## src/design/link_config.svh

```systemverilog
/* build-time constants for the serial channel end
   include wherever FIFO depth, CC timing or idle framing is needed */
`ifndef LINK_CONFIG_SVH
`define LINK_CONFIG_SVH

// FIFO depth in words, keep a power of two so pointers wrap
`define LINK_FIFO_DEPTH 16

// cycles between CC words, same role as the standard CC module period
`define LINK_CC_PERIOD 64

// good idles in a row before the lane counts as up
`define LINK_LANE_UP_COUNT 8

// 34-bit pattern carried by every idle word
`define LINK_IDLE_PATTERN 34'h2_BC5A_3C7D

`endif

```

## src/design/link_pkg.sv

```systemverilog
/* lane word layout shared by framer, deframer and top level
   one 37-bit payload is read either as data or as a control word */
package link_pkg;

  // control word kinds, every other code is illegal on the lane
  typedef enum logic [2:0] {
    IDLE = 3'b001,
    CC   = 3'b010
  } ctrl_kind_e;

  typedef struct packed {
    logic        last;
    logic [3:0]  keep;
    logic [31:0] data;
  } lane_data_t;

  typedef struct packed {
    ctrl_kind_e  kind;
    logic [33:0] info;                  // idle pattern or don't care
  } lane_ctrl_t;

  // same bits, meaning picked by is_ctrl
  typedef union packed {
    lane_data_t data;
    lane_ctrl_t ctrl;
  } lane_payload_u;

  typedef struct packed {
    logic          is_ctrl;
    lane_payload_u payload;
  } lane_word_t;

endpackage

```

## src/design/axis_if.sv

```systemverilog
/* AXI4-Stream bundle between blocks of the channel
   src drives the word, snk answers with tready */
`timescale 1ns/100ps

interface axis_if;
  logic [31:0] tdata;
  logic [3:0]  tkeep;
  logic        tlast;
  logic        tvalid;
  logic        tready;

  modport src (output tdata, tkeep, tlast, tvalid, input tready);
  modport snk (input tdata, tkeep, tlast, tvalid, output tready);
endinterface

```

## src/design/stream_fifo.sv

```systemverilog
/* synchronous word FIFO for the tx and rx streams
   a valid word that meets a full buffer is not stored and pulses overflow */
`timescale 1ns/100ps
`include "link_config.svh"

module stream_fifo (
  input  logic aurora_user_clk,
  input  logic arst_n,
  axis_if.snk  in,
  axis_if.src  out,
  output logic overflow                 // one-cycle pulse per refused word
);

  logic [36:0] mem [`LINK_FIFO_DEPTH];  // {last, keep, data}
  logic [$clog2(`LINK_FIFO_DEPTH)-1:0] wr_ptr;
  logic [$clog2(`LINK_FIFO_DEPTH)-1:0] rd_ptr;
  logic [$clog2(`LINK_FIFO_DEPTH):0]   count;
  logic full;
  logic init_done;                      // low until the first clock out of reset
  logic wr_en;
  logic rd_en;

  assign full  = (count == `LINK_FIFO_DEPTH);
  assign wr_en = in.tvalid && in.tready;
  assign rd_en = out.tvalid && out.tready;

  assign in.tready  = init_done && !full;
  assign out.tvalid = (count != 0);
  assign {out.tlast, out.tkeep, out.tdata} = mem[rd_ptr]; // head word

  // word storage
  always_ff @(posedge aurora_user_clk)
  begin
    if (wr_en)
      mem[wr_ptr] <= {in.tlast, in.tkeep, in.tdata};
  end

  always_ff @(posedge aurora_user_clk or negedge arst_n)
  begin
    if (!arst_n)
    begin
      wr_ptr    <= '0;
      rd_ptr    <= '0;
      count     <= '0;
      overflow  <= 1'b0;
      init_done <= 1'b0;
    end
    else
    begin
      init_done <= 1'b1;
      if (wr_en) wr_ptr <= wr_ptr + 1'b1;
      if (rd_en) rd_ptr <= rd_ptr + 1'b1;
      case ({wr_en, rd_en})
        2'b10:   count <= count + 1'b1;
        2'b01:   count <= count - 1'b1;
        default: count <= count;        // both or neither
      endcase
      overflow <= in.tvalid && full;    // on tx side this is only a stall
    end
  end

  // a full buffer that is not read keeps its head word
  a_no_write_full: assert property (@(posedge aurora_user_clk) disable iff (!arst_n)
    full && !rd_en |=> full && $stable({out.tlast, out.tkeep, out.tdata}))
    else $error("stream_fifo wrote while full");

endmodule

```

## src/design/lane_tx.sv

```systemverilog
/* lane framer that packs stream words into lane words
   sends idles between packets and a CC word every CC period once the channel is up */
`timescale 1ns/100ps
`include "link_config.svh"

module lane_tx (
  input  logic                   aurora_user_clk,
  input  logic                   arst_n,
  axis_if.snk                    in,
  input  logic                   channel_up,
  output link_pkg::lane_word_t   lane
);
  import link_pkg::*;

  logic [$clog2(`LINK_CC_PERIOD)-1:0] cc_cnt;  // CC scheduler
  logic do_cc;
  logic take;
  lane_word_t nxt_word;

  function automatic lane_word_t idle_word();
    lane_word_t w;
    w = '0;
    w.is_ctrl           = 1'b1;
    w.payload.ctrl.kind = IDLE;
    w.payload.ctrl.info = `LINK_IDLE_PATTERN;
    return w;
  endfunction

  assign do_cc     = channel_up && (cc_cnt == `LINK_CC_PERIOD - 1);
  assign in.tready = channel_up && !do_cc;     // hold off data during CC slot
  assign take      = in.tvalid && in.tready;

  // pick CC, data or idle
  always_comb
  begin
    nxt_word = idle_word();
    if (do_cc)
    begin
      nxt_word.payload.ctrl.kind = CC;
      nxt_word.payload.ctrl.info = '0;         // receiver ignores CC info
    end
    else if (take)
    begin
      nxt_word.is_ctrl           = 1'b0;
      nxt_word.payload.data.last = in.tlast;
      nxt_word.payload.data.keep = in.tkeep;
      nxt_word.payload.data.data = in.tdata;
    end
  end

  always_ff @(posedge aurora_user_clk or negedge arst_n)
  begin
    if (!arst_n)
    begin
      cc_cnt <= '0;
      lane   <= idle_word();
    end
    else
    begin
      // counter held in reset while the channel is down
      if (!channel_up || do_cc) cc_cnt <= '0;
      else                      cc_cnt <= cc_cnt + 1'b1;
      lane <= nxt_word;
    end
  end

  // a word held off by a CC slot stays at the source for the next cycle
  a_cc_vs_data: assert property (@(posedge aurora_user_clk) disable iff (!arst_n)
    do_cc && in.tvalid |=> in.tvalid && $stable({in.tlast, in.tkeep, in.tdata}))
    else $error("lane_tx lost a data word under a CC slot");

endmodule

```

## src/design/lane_rx.sv

```systemverilog
/* lane deframer: checks incoming lane words and tracks lane and channel state
   data words go out on the stream only while the lane is up, no back-pressure */
`timescale 1ns/100ps
`include "link_config.svh"

module lane_rx (
  input  logic                 aurora_user_clk,
  input  logic                 arst_n,
  input  link_pkg::lane_word_t lane,
  input  logic                 lane_reset,
  axis_if.src                  out,
  output logic                 lane_up,
  output logic                 channel_up,
  output logic                 frame_err_pulse,
  output logic [15:0]          err_count
);
  import link_pkg::*;

  logic [$clog2(`LINK_LANE_UP_COUNT):0] idle_cnt;  // good idles in a row
  logic lane_up_r;                                 // first slack stage
  logic good_idle;
  logic bad_word;
  logic is_data;

  // control view of the payload
  assign good_idle = lane.is_ctrl && (lane.payload.ctrl.kind == IDLE)
                     && (lane.payload.ctrl.info == `LINK_IDLE_PATTERN);
  assign bad_word  = lane.is_ctrl && !good_idle && (lane.payload.ctrl.kind != CC);
  assign is_data   = !lane.is_ctrl;

  always_ff @(posedge aurora_user_clk or negedge arst_n)
  begin
    if (!arst_n)
    begin
      idle_cnt        <= '0;
      lane_up         <= 1'b0;
      lane_up_r       <= 1'b0;
      channel_up      <= 1'b0;
      frame_err_pulse <= 1'b0;
      err_count       <= '0;
      out.tvalid      <= 1'b0;
    end
    else
    begin
      if (bad_word || lane_reset)
      begin
        idle_cnt <= '0;                 // restart training
        lane_up  <= 1'b0;
      end
      else if (!lane_up)
      begin
        if (!good_idle)
          idle_cnt <= '0;               // run broken
        else if (idle_cnt == `LINK_LANE_UP_COUNT - 1)
          lane_up <= 1'b1;
        else
          idle_cnt <= idle_cnt + 1'b1;
      end
      lane_up_r  <= lane_up;            // slack registers
      channel_up <= lane_up_r;
      frame_err_pulse <= bad_word;
      if (bad_word && (err_count != 16'hffff))
        err_count <= err_count + 1'b1;  // saturates
      out.tvalid <= is_data && lane_up; // drop data while lane is down
    end
  end

  // payload, data view
  always_ff @(posedge aurora_user_clk)
  begin
    out.tdata <= lane.payload.data.data;
    out.tkeep <= lane.payload.data.keep;
    out.tlast <= lane.payload.data.last;
  end

  // forwarded data only while the lane is up, apart from a lane_reset edge
  a_data_needs_lane: assert property (@(posedge aurora_user_clk) disable iff (!arst_n)
    out.tvalid |-> lane_up || $past(lane_reset))
    else $error("lane_rx forwarded data with lane down");

endmodule

```

## src/design/link_regs.sv

```systemverilog
/* AXI4-Lite register block: CTRL, STATUS and ERRCNT
   AW and W are taken together, responses are always OKAY */
`timescale 1ns/100ps

module link_regs (
  input  logic        aurora_user_clk,
  input  logic        arst_n,
  input  logic [3:0]  awaddr,
  input  logic        awvalid,
  output logic        awready,
  input  logic [31:0] wdata,
  input  logic        wvalid,
  output logic        wready,
  output logic [1:0]  bresp,
  output logic        bvalid,
  input  logic        bready,
  input  logic [3:0]  araddr,
  input  logic        arvalid,
  output logic        arready,
  output logic [31:0] rdata,
  output logic [1:0]  rresp,
  output logic        rvalid,
  input  logic        rready,
  input  logic        lane_up,
  input  logic        channel_up,
  input  logic        frame_err_pulse,
  input  logic        overflow,
  input  logic [15:0] err_count,
  output logic        loopback,
  output logic        lane_reset
);

  logic [1:0]  ctrl_q;                  // bit0 loopback, bit1 lane_reset
  logic        frame_err_s;             // sticky
  logic        overflow_s;              // sticky
  logic        wr_go;
  logic [31:0] rd_word;

  assign awready    = awvalid && wvalid && !bvalid;
  assign wready     = awready;
  assign wr_go      = awready;          // AW and W in one beat
  assign arready    = !rvalid;
  assign bresp      = 2'b00;
  assign rresp      = 2'b00;
  assign loopback   = ctrl_q[0];
  assign lane_reset = ctrl_q[1];

  always_comb
  begin
    case (araddr)
      4'h0:    rd_word = {30'b0, ctrl_q};
      4'h4:    rd_word = {28'b0, overflow_s, frame_err_s, channel_up, lane_up};
      4'h8:    rd_word = {16'b0, err_count};
      default: rd_word = '0;            // unmapped
    endcase
  end

  always_ff @(posedge aurora_user_clk or negedge arst_n)
  begin
    if (!arst_n)
    begin
      ctrl_q      <= '0;
      frame_err_s <= 1'b0;
      overflow_s  <= 1'b0;
      bvalid      <= 1'b0;
      rvalid      <= 1'b0;
      rdata       <= '0;
    end
    else
    begin
      if (wr_go && (awaddr == 4'h0)) ctrl_q <= wdata[1:0];
      // write-1-to-clear, a new event wins
      if (frame_err_pulse)                          frame_err_s <= 1'b1;
      else if (wr_go && (awaddr == 4'h4) && wdata[2]) frame_err_s <= 1'b0;
      if (overflow)                                 overflow_s <= 1'b1;
      else if (wr_go && (awaddr == 4'h4) && wdata[3]) overflow_s <= 1'b0;
      if (wr_go)       bvalid <= 1'b1;
      else if (bready) bvalid <= 1'b0;
      if (arvalid && arready)
      begin
        rvalid <= 1'b1;
        rdata  <= rd_word;
      end
      else if (rready)
        rvalid <= 1'b0;
    end
  end

  a_bvalid_hold: assert property (@(posedge aurora_user_clk) disable iff (!arst_n)
    bvalid && !bready |=> bvalid)
    else $error("link_regs dropped bvalid before bready");

endmodule

```

## src/design/channel_link_top.sv

```systemverilog
/* one end of the point-to-point channel: tx FIFO, framer, deframer, rx FIFO
   registers pick loopback and report lane status, all on aurora_user_clk */
`timescale 1ns/100ps

module channel_link_top (
  input  logic                  aurora_user_clk,
  input  logic                  arst_n,
  input  logic [31:0]           tx_tdata,
  input  logic [3:0]            tx_tkeep,
  input  logic                  tx_tlast,
  input  logic                  tx_tvalid,
  output logic                  tx_tready,
  output logic [31:0]           rx_tdata,
  output logic [3:0]            rx_tkeep,
  output logic                  rx_tlast,
  output logic                  rx_tvalid,
  input  logic                  rx_tready,
  output link_pkg::lane_word_t  lane_tx,
  input  link_pkg::lane_word_t  lane_rx,
  input  logic [3:0]            awaddr,
  input  logic                  awvalid,
  output logic                  awready,
  input  logic [31:0]           wdata,
  input  logic                  wvalid,
  output logic                  wready,
  output logic [1:0]            bresp,
  output logic                  bvalid,
  input  logic                  bready,
  input  logic [3:0]            araddr,
  input  logic                  arvalid,
  output logic                  arready,
  output logic [31:0]           rdata,
  output logic [1:0]            rresp,
  output logic                  rvalid,
  input  logic                  rready,
  output logic                  channel_up
);
  import link_pkg::*;

  lane_word_t framer_lane;              // framer output, also loopback source
  lane_word_t rx_lane_sel;
  logic lane_up, frame_err_pulse, overflow, loopback, lane_reset;
  logic [15:0] err_count;

  axis_if tx_host ();                   // user side of tx FIFO
  axis_if tx_link ();
  axis_if rx_link ();
  axis_if rx_host ();                   // user side of rx FIFO

  assign tx_host.tdata  = tx_tdata;
  assign tx_host.tkeep  = tx_tkeep;
  assign tx_host.tlast  = tx_tlast;
  assign tx_host.tvalid = tx_tvalid;
  assign tx_tready      = tx_host.tready;
  assign rx_tdata       = rx_host.tdata;
  assign rx_tkeep       = rx_host.tkeep;
  assign rx_tlast       = rx_host.tlast;
  assign rx_tvalid      = rx_host.tvalid;
  assign rx_host.tready = rx_tready;

  assign lane_tx     = framer_lane;
  assign rx_lane_sel = loopback ? framer_lane : lane_rx;  // near-end loopback

  stream_fifo u_tx_fifo (.aurora_user_clk, .arst_n, .in(tx_host), .out(tx_link), .overflow());

  lane_tx u_framer (.aurora_user_clk, .arst_n, .in(tx_link), .channel_up, .lane(framer_lane));

  lane_rx u_deframer (.aurora_user_clk, .arst_n, .lane(rx_lane_sel), .lane_reset,
                      .out(rx_link), .lane_up, .channel_up, .frame_err_pulse, .err_count);

  // no back-pressure toward the lane, full FIFO drops
  stream_fifo u_rx_fifo (.aurora_user_clk, .arst_n, .in(rx_link), .out(rx_host), .overflow);

  link_regs u_regs (.aurora_user_clk, .arst_n, .awaddr, .awvalid, .awready, .wdata, .wvalid,
                    .wready, .bresp, .bvalid, .bready, .araddr, .arvalid, .arready, .rdata,
                    .rresp, .rvalid, .rready, .lane_up, .channel_up, .frame_err_pulse,
                    .overflow, .err_count, .loopback, .lane_reset);

endmodule

```

## config.mk

```make
export PLATFORM = sky130hd
export DESIGN_NAME = channel_link_top
export DESIGN_NICKNAME = d
export VERILOG_FILES = /design/src/design/link_pkg.sv /design/src/design/axis_if.sv /design/src/design/stream_fifo.sv /design/src/design/lane_tx.sv /design/src/design/lane_rx.sv /design/src/design/link_regs.sv /design/src/design/channel_link_top.sv
export VERILOG_INCLUDE_DIRS = /design/src /design/src/design
export SDC_FILE = /design/constraint.sdc
export NUM_CORES = 1
export LEC_CHECK = 0
export BUFFER_PORTS_ARGS = -buffer_cell sky130_fd_sc_hd__buf_2
export CAP_MARGIN = 20
export CORE_MARGIN = 4
export CORE_UTILIZATION = 41
export CTS_CLUSTER_SIZE = 8
export DETAILED_ROUTE_END_ITERATION = 7
export GPL_TIMING_DRIVEN = 0
export HOLD_SLACK_MARGIN = 0.15
export SKIP_CTS_REPAIR_TIMING = 1
export SYNTH_ARGS = -nofsm -noshare
export SYNTH_HDL_FRONTEND = slang
export SYNTH_SLANG_ARGS = --single-unit
```

## constraint.sdc

```tcl
create_clock -name aurora_user_clk -period 4.6 [get_ports aurora_user_clk]
set_input_delay 0.46 -clock aurora_user_clk [delete_from_list [all_inputs] [get_ports aurora_user_clk]]
set_output_delay 0.46 -clock aurora_user_clk [all_outputs]
set_load 0.005 [all_outputs]
```

==> impl_metrics.env <==
export IMPL_grt_pass1_wl_um=193000
export IMPL_worstPathRequired_ns=4.14
export IMPL_globalplace_congestion=0.797
export IMPL_root_buffer="clkbuf_16"
export IMPL_cpPeakStageDelay_ns=0.60
export IMPL_htree_levels=4
export IMPL_maxCapViolations=0
export IMPL_vias=25700
export IMPL_register_area_mm2=0.0393
export IMPL_first_iter_violations=3033
export IMPL_wire_per_inst_um=29.8
export IMPL_finalMaxSlewViolations=0
export IMPL_min_period_over_period_pct=92.8
export IMPL_cp_end_kind="primary output"
export IMPL_io_pins=243
export IMPL_multi_input_comb_area_mm2=0.0114
export IMPL_synth_top_area_cell="edfxtp_1"
export IMPL_row_count=129
export IMPL_rrSetupSlack_ns=0.58
export IMPL_yosysMostFrequentCell="edfxtp_1"
export IMPL_rr_worst_depth=16
export IMPL_powerDensity_mw_per_mm2=501
export IMPL_grt_pass1_vias=26600
export IMPL_drt_vias_per_instance=5.61
export IMPL_start_kind="register"
export IMPL_hp_class="in -> reg"
export IMPL_worstReg2RegStart="u_framer.cc_cnt[0]"
export IMPL_clockPowerShare_pct=40.3
export IMPL_hold_path_depth=3
export IMPL_finalWirelength_um=136000
export IMPL_hold_path_end="u_regs.ctrl_q[1]"
export IMPL_synthArstFlopShare_pct=8.88
export IMPL_finalNonFillerCells=4577
export IMPL_worst_pin_slew_ns=1.18
export IMPL_placed_cells=4165
export IMPL_finalSetupTns_ns=0
export IMPL_postSynthCellCount=2256
export IMPL_slew_headroom_pct=21.7
export IMPL_max_freq_ghz=0.234
export IMPL_synth_edf_count=1184
export IMPL_total_power_uw=30900
export IMPL_initial_core_util_pct=41.3
export IMPL_coreArea_mm2=0.124
export IMPL_dp_hpwl_um=89700
export IMPL_cp_cell_sequence="clkbuf_1, clkbuf_1, buf_2, mux4_2, mux4_2, buf_2"
export IMPL_pwr_share_seq_pct=44.6
export IMPL_final_area_mm2=0.0618
export IMPL_clk_path_buf_depth=3
export IMPL_track_usage_pct=20.9
export IMPL_synthTopCellsByCount="edfxtp_1 (1184), mux4_2 (370), dfrtp_1 (97)"
export IMPL_firstDrtPassIters=7
export IMPL_synth_seq_area_share_pct=76.7
export IMPL_die_area_mm2=0.131
export IMPL_grt_ovfl_total=0
export IMPL_max_vdd_ir_drop_v=0.000371
export IMPL_synth_seq_cells=1340
export IMPL_path_clk_slew_ns=0.05
export IMPL_io_buffers=194
export IMPL_layout_nets=2949
export IMPL_syn_to_final_growth_pct=20.6
export IMPL_critical_path_class="reg -> out"
export IMPL_clock_sinks=1340
export IMPL_p_sw_share_pct=24.6
export IMPL_cts_tree="yes"
export IMPL_ys_flop_type="edfxtp_1"
export IMPL_finalHoldViolCount=0
export IMPL_layout_drive_gt1_share_pct=33.6
export IMPL_netlist_cell_type_count=55
export IMPL_ant_nets=0
export IMPL_status="complete, no violations"
export IMPL_hold_start="awaddr[2]"
export IMPL_placed_area_mm2=0.0555
export IMPL_syn_area_per_cell_um2=22.7
export IMPL_timing_rr_end="u_tx_fifo.count[4]"
export IMPL_power_frac_comb_pct=15.0
export IMPL_final_setup_viol_count=0
export IMPL_grt_antenna_before_repair=20
export IMPL_crit_buf_inv=4
export IMPL_nFillCells=9805
export IMPL_die_height_um=362
export IMPL_p_int_uw=23300
export IMPL_grt_max_degree=63
export IMPL_final_core_util_pct=49.8
export IMPL_power_switching_uw=7610
export IMPL_rsz0062_at_grt="false"
export IMPL_worstPathMaxFanout=10
export IMPL_die_x_um=362
export IMPL_min_period_ns=4.27
export IMPL_crit_family="buffers and inverters"
export IMPL_clk_insertion_delay_late_ns=0.79
export IMPL_drcViolationCount=0
export IMPL_syn_area_mm2=0.0512
export IMPL_synth_warnings=0
export IMPL_yosys_top_cells_area="edfxtp_1 (69%), mux4_2 (16%), dfrtp_1 (4.7%), dfxtp_1 (1.4%), dfstp_2 (1.1%)"
export IMPL_crit_slowest_cell="buf_2"
export IMPL_finalClockSkew_ns=0.0251
export IMPL_cts_buffers=185
export IMPL_crit_arrival_ns=3.81
export IMPL_p_leak_uw=0.0204
export IMPL_synthDominantCellAreaShare_pct=69.4
==> metrics by stage <==
step	worst slack, ns	hold slack, ns
final	0.330	0.115
after floorplan	0.389	0.164
after global placement	-3.44	0.339
after detailed placement	0.208	0.344
after CTS	0.0692	-0.312
after global routing	0.139	0.153
==> metal layers <==
metal	track usage [%]	share of wire [%]	up-vias
met5	0	0.043	-
met4	6.32	2.2	10
met3	6.53	9.8	199
met2	33.1	48	1173
met1	27.9	40	13800
li1	-	-	10500
==> worst min-delay path: stages <==
cell	delay, ns
buf_2	0.10
nor2b_1	0.12
o21ai_0	0.17
==> cells by family after synthesis <==
group                      Yosys count  share of synthesized area, %
DFF                               1340                          76.7
muxes                              413                          17.2
and+or+nand+nor                    209                          2.37
buffers and inverters              153                          1.44
AOI/OAI and AO/OA                   77                          1.03
xor gates and xnor gates            39                         0.667
adders and majority gates           23                         0.591
other                                2                        0.0147
==> final cells by class <==
class / count / area share (%)
diodes: 5 / 0.0202
inverters: 25 / 0.152
clock buffers: 308 / 8.31
multi-input cells: 782 / 18.5
flip-flops and latches: 1340 / 63.6
well taps: 1637 / 3.31
clock inverters: 12 / 0.340
repair buffers: 341 / 4.76
plain buffers: 127 / 1.03
==> worst max-delay path by stage <==
stage / from / to / slack [ns] / cells past startpoint
after detailed placement: u_framer.cc_cnt[0] / u_tx_fifo.count[4] / 0.21 / 17
final: u_rx_fifo.rd_ptr[0] / rx_tkeep[1] / 0.33 / 6
after floorplan: u_tx_fifo.count[0] / u_tx_fifo.mem[3][0] / 0.39 / 6
after CTS: u_rx_fifo.rd_ptr[1] / rx_tkeep[1] / 0.07 / 6
after global routing: u_rx_fifo.rd_ptr[0] / rx_tkeep[1] / 0.14 / 6
after global placement: u_tx_fifo.count[0] / u_tx_fifo.mem[0][22] / -3.44 / 6
==> state kept, by name, indices dropped and copies added, names as in the netlist, 2 cells and up <==
register	count
u_regs.ctrl_q	2
u_tx_fifo.rd_ptr	4
u_tx_fifo.count	5
u_deframer.out.tkeep	4
u_tx_fifo.wr_ptr	4
u_framer.lane	38
u_tx_fifo.mem	592
u_deframer.idle_cnt	4
u_rx_fifo.wr_ptr	4
u_deframer.err_count	16
u_regs.rdata	16
u_rx_fifo.count	5
u_framer.cc_cnt	6
u_deframer.out.tdata	32
u_rx_fifo.rd_ptr	4
u_rx_fifo.mem	592
==> cell usage in the layout, fill, tap and decap left out, types with 6 or more instances in the layout <==
cell type,netlist,routed
buf_16,0,10
nor3b_1,7,7
dlygate4sd3_1,0,82
buf_12,1,25
buf_6,3,25
a22o_1,12,12
nor2_1,34,22
mux2i_1,6,6
buf_4,23,23
dfxtp_1,37,37
xor2_1,20,20
and2_2,0,12
clkbuf_16,0,187
nor2b_1,6,6
clkbuf_1,58,178
a21o_1,8,8
ha_1,21,21
buf_2,29,222
mux2_2,36,36
buf_1,14,14
and2_1,36,20
a21oi_1,8,8
dfstp_2,22,22
inv_1,25,25
xnor2_1,19,19
nor3_1,14,10
nand3_1,14,14
dfrtp_1,97,97
mux4_2,370,370
buf_8,0,10
o21a_1,22,22
nand2_1,43,43
nand4_1,15,15
nor2_4,1,13
conb_1,2,21
edfxtp_1,1184,1184
o21ai_0,19,19
clkinv_8,0,6
and3_1,7,7
==> power groups by stage <==
stage	Sequential [uW]	Clock [uW]	Combinational, uW
2_1_floorplan	13900	0	2850
4_1_cts	13800	12700	4630
6_report	13800	12500	4650
3_5_place_dp	14000	0	4620
5_1_grt	13800	13300	4960
3_3_place_gp	14000	0	4520
Power figures use the tool's default switching activity.
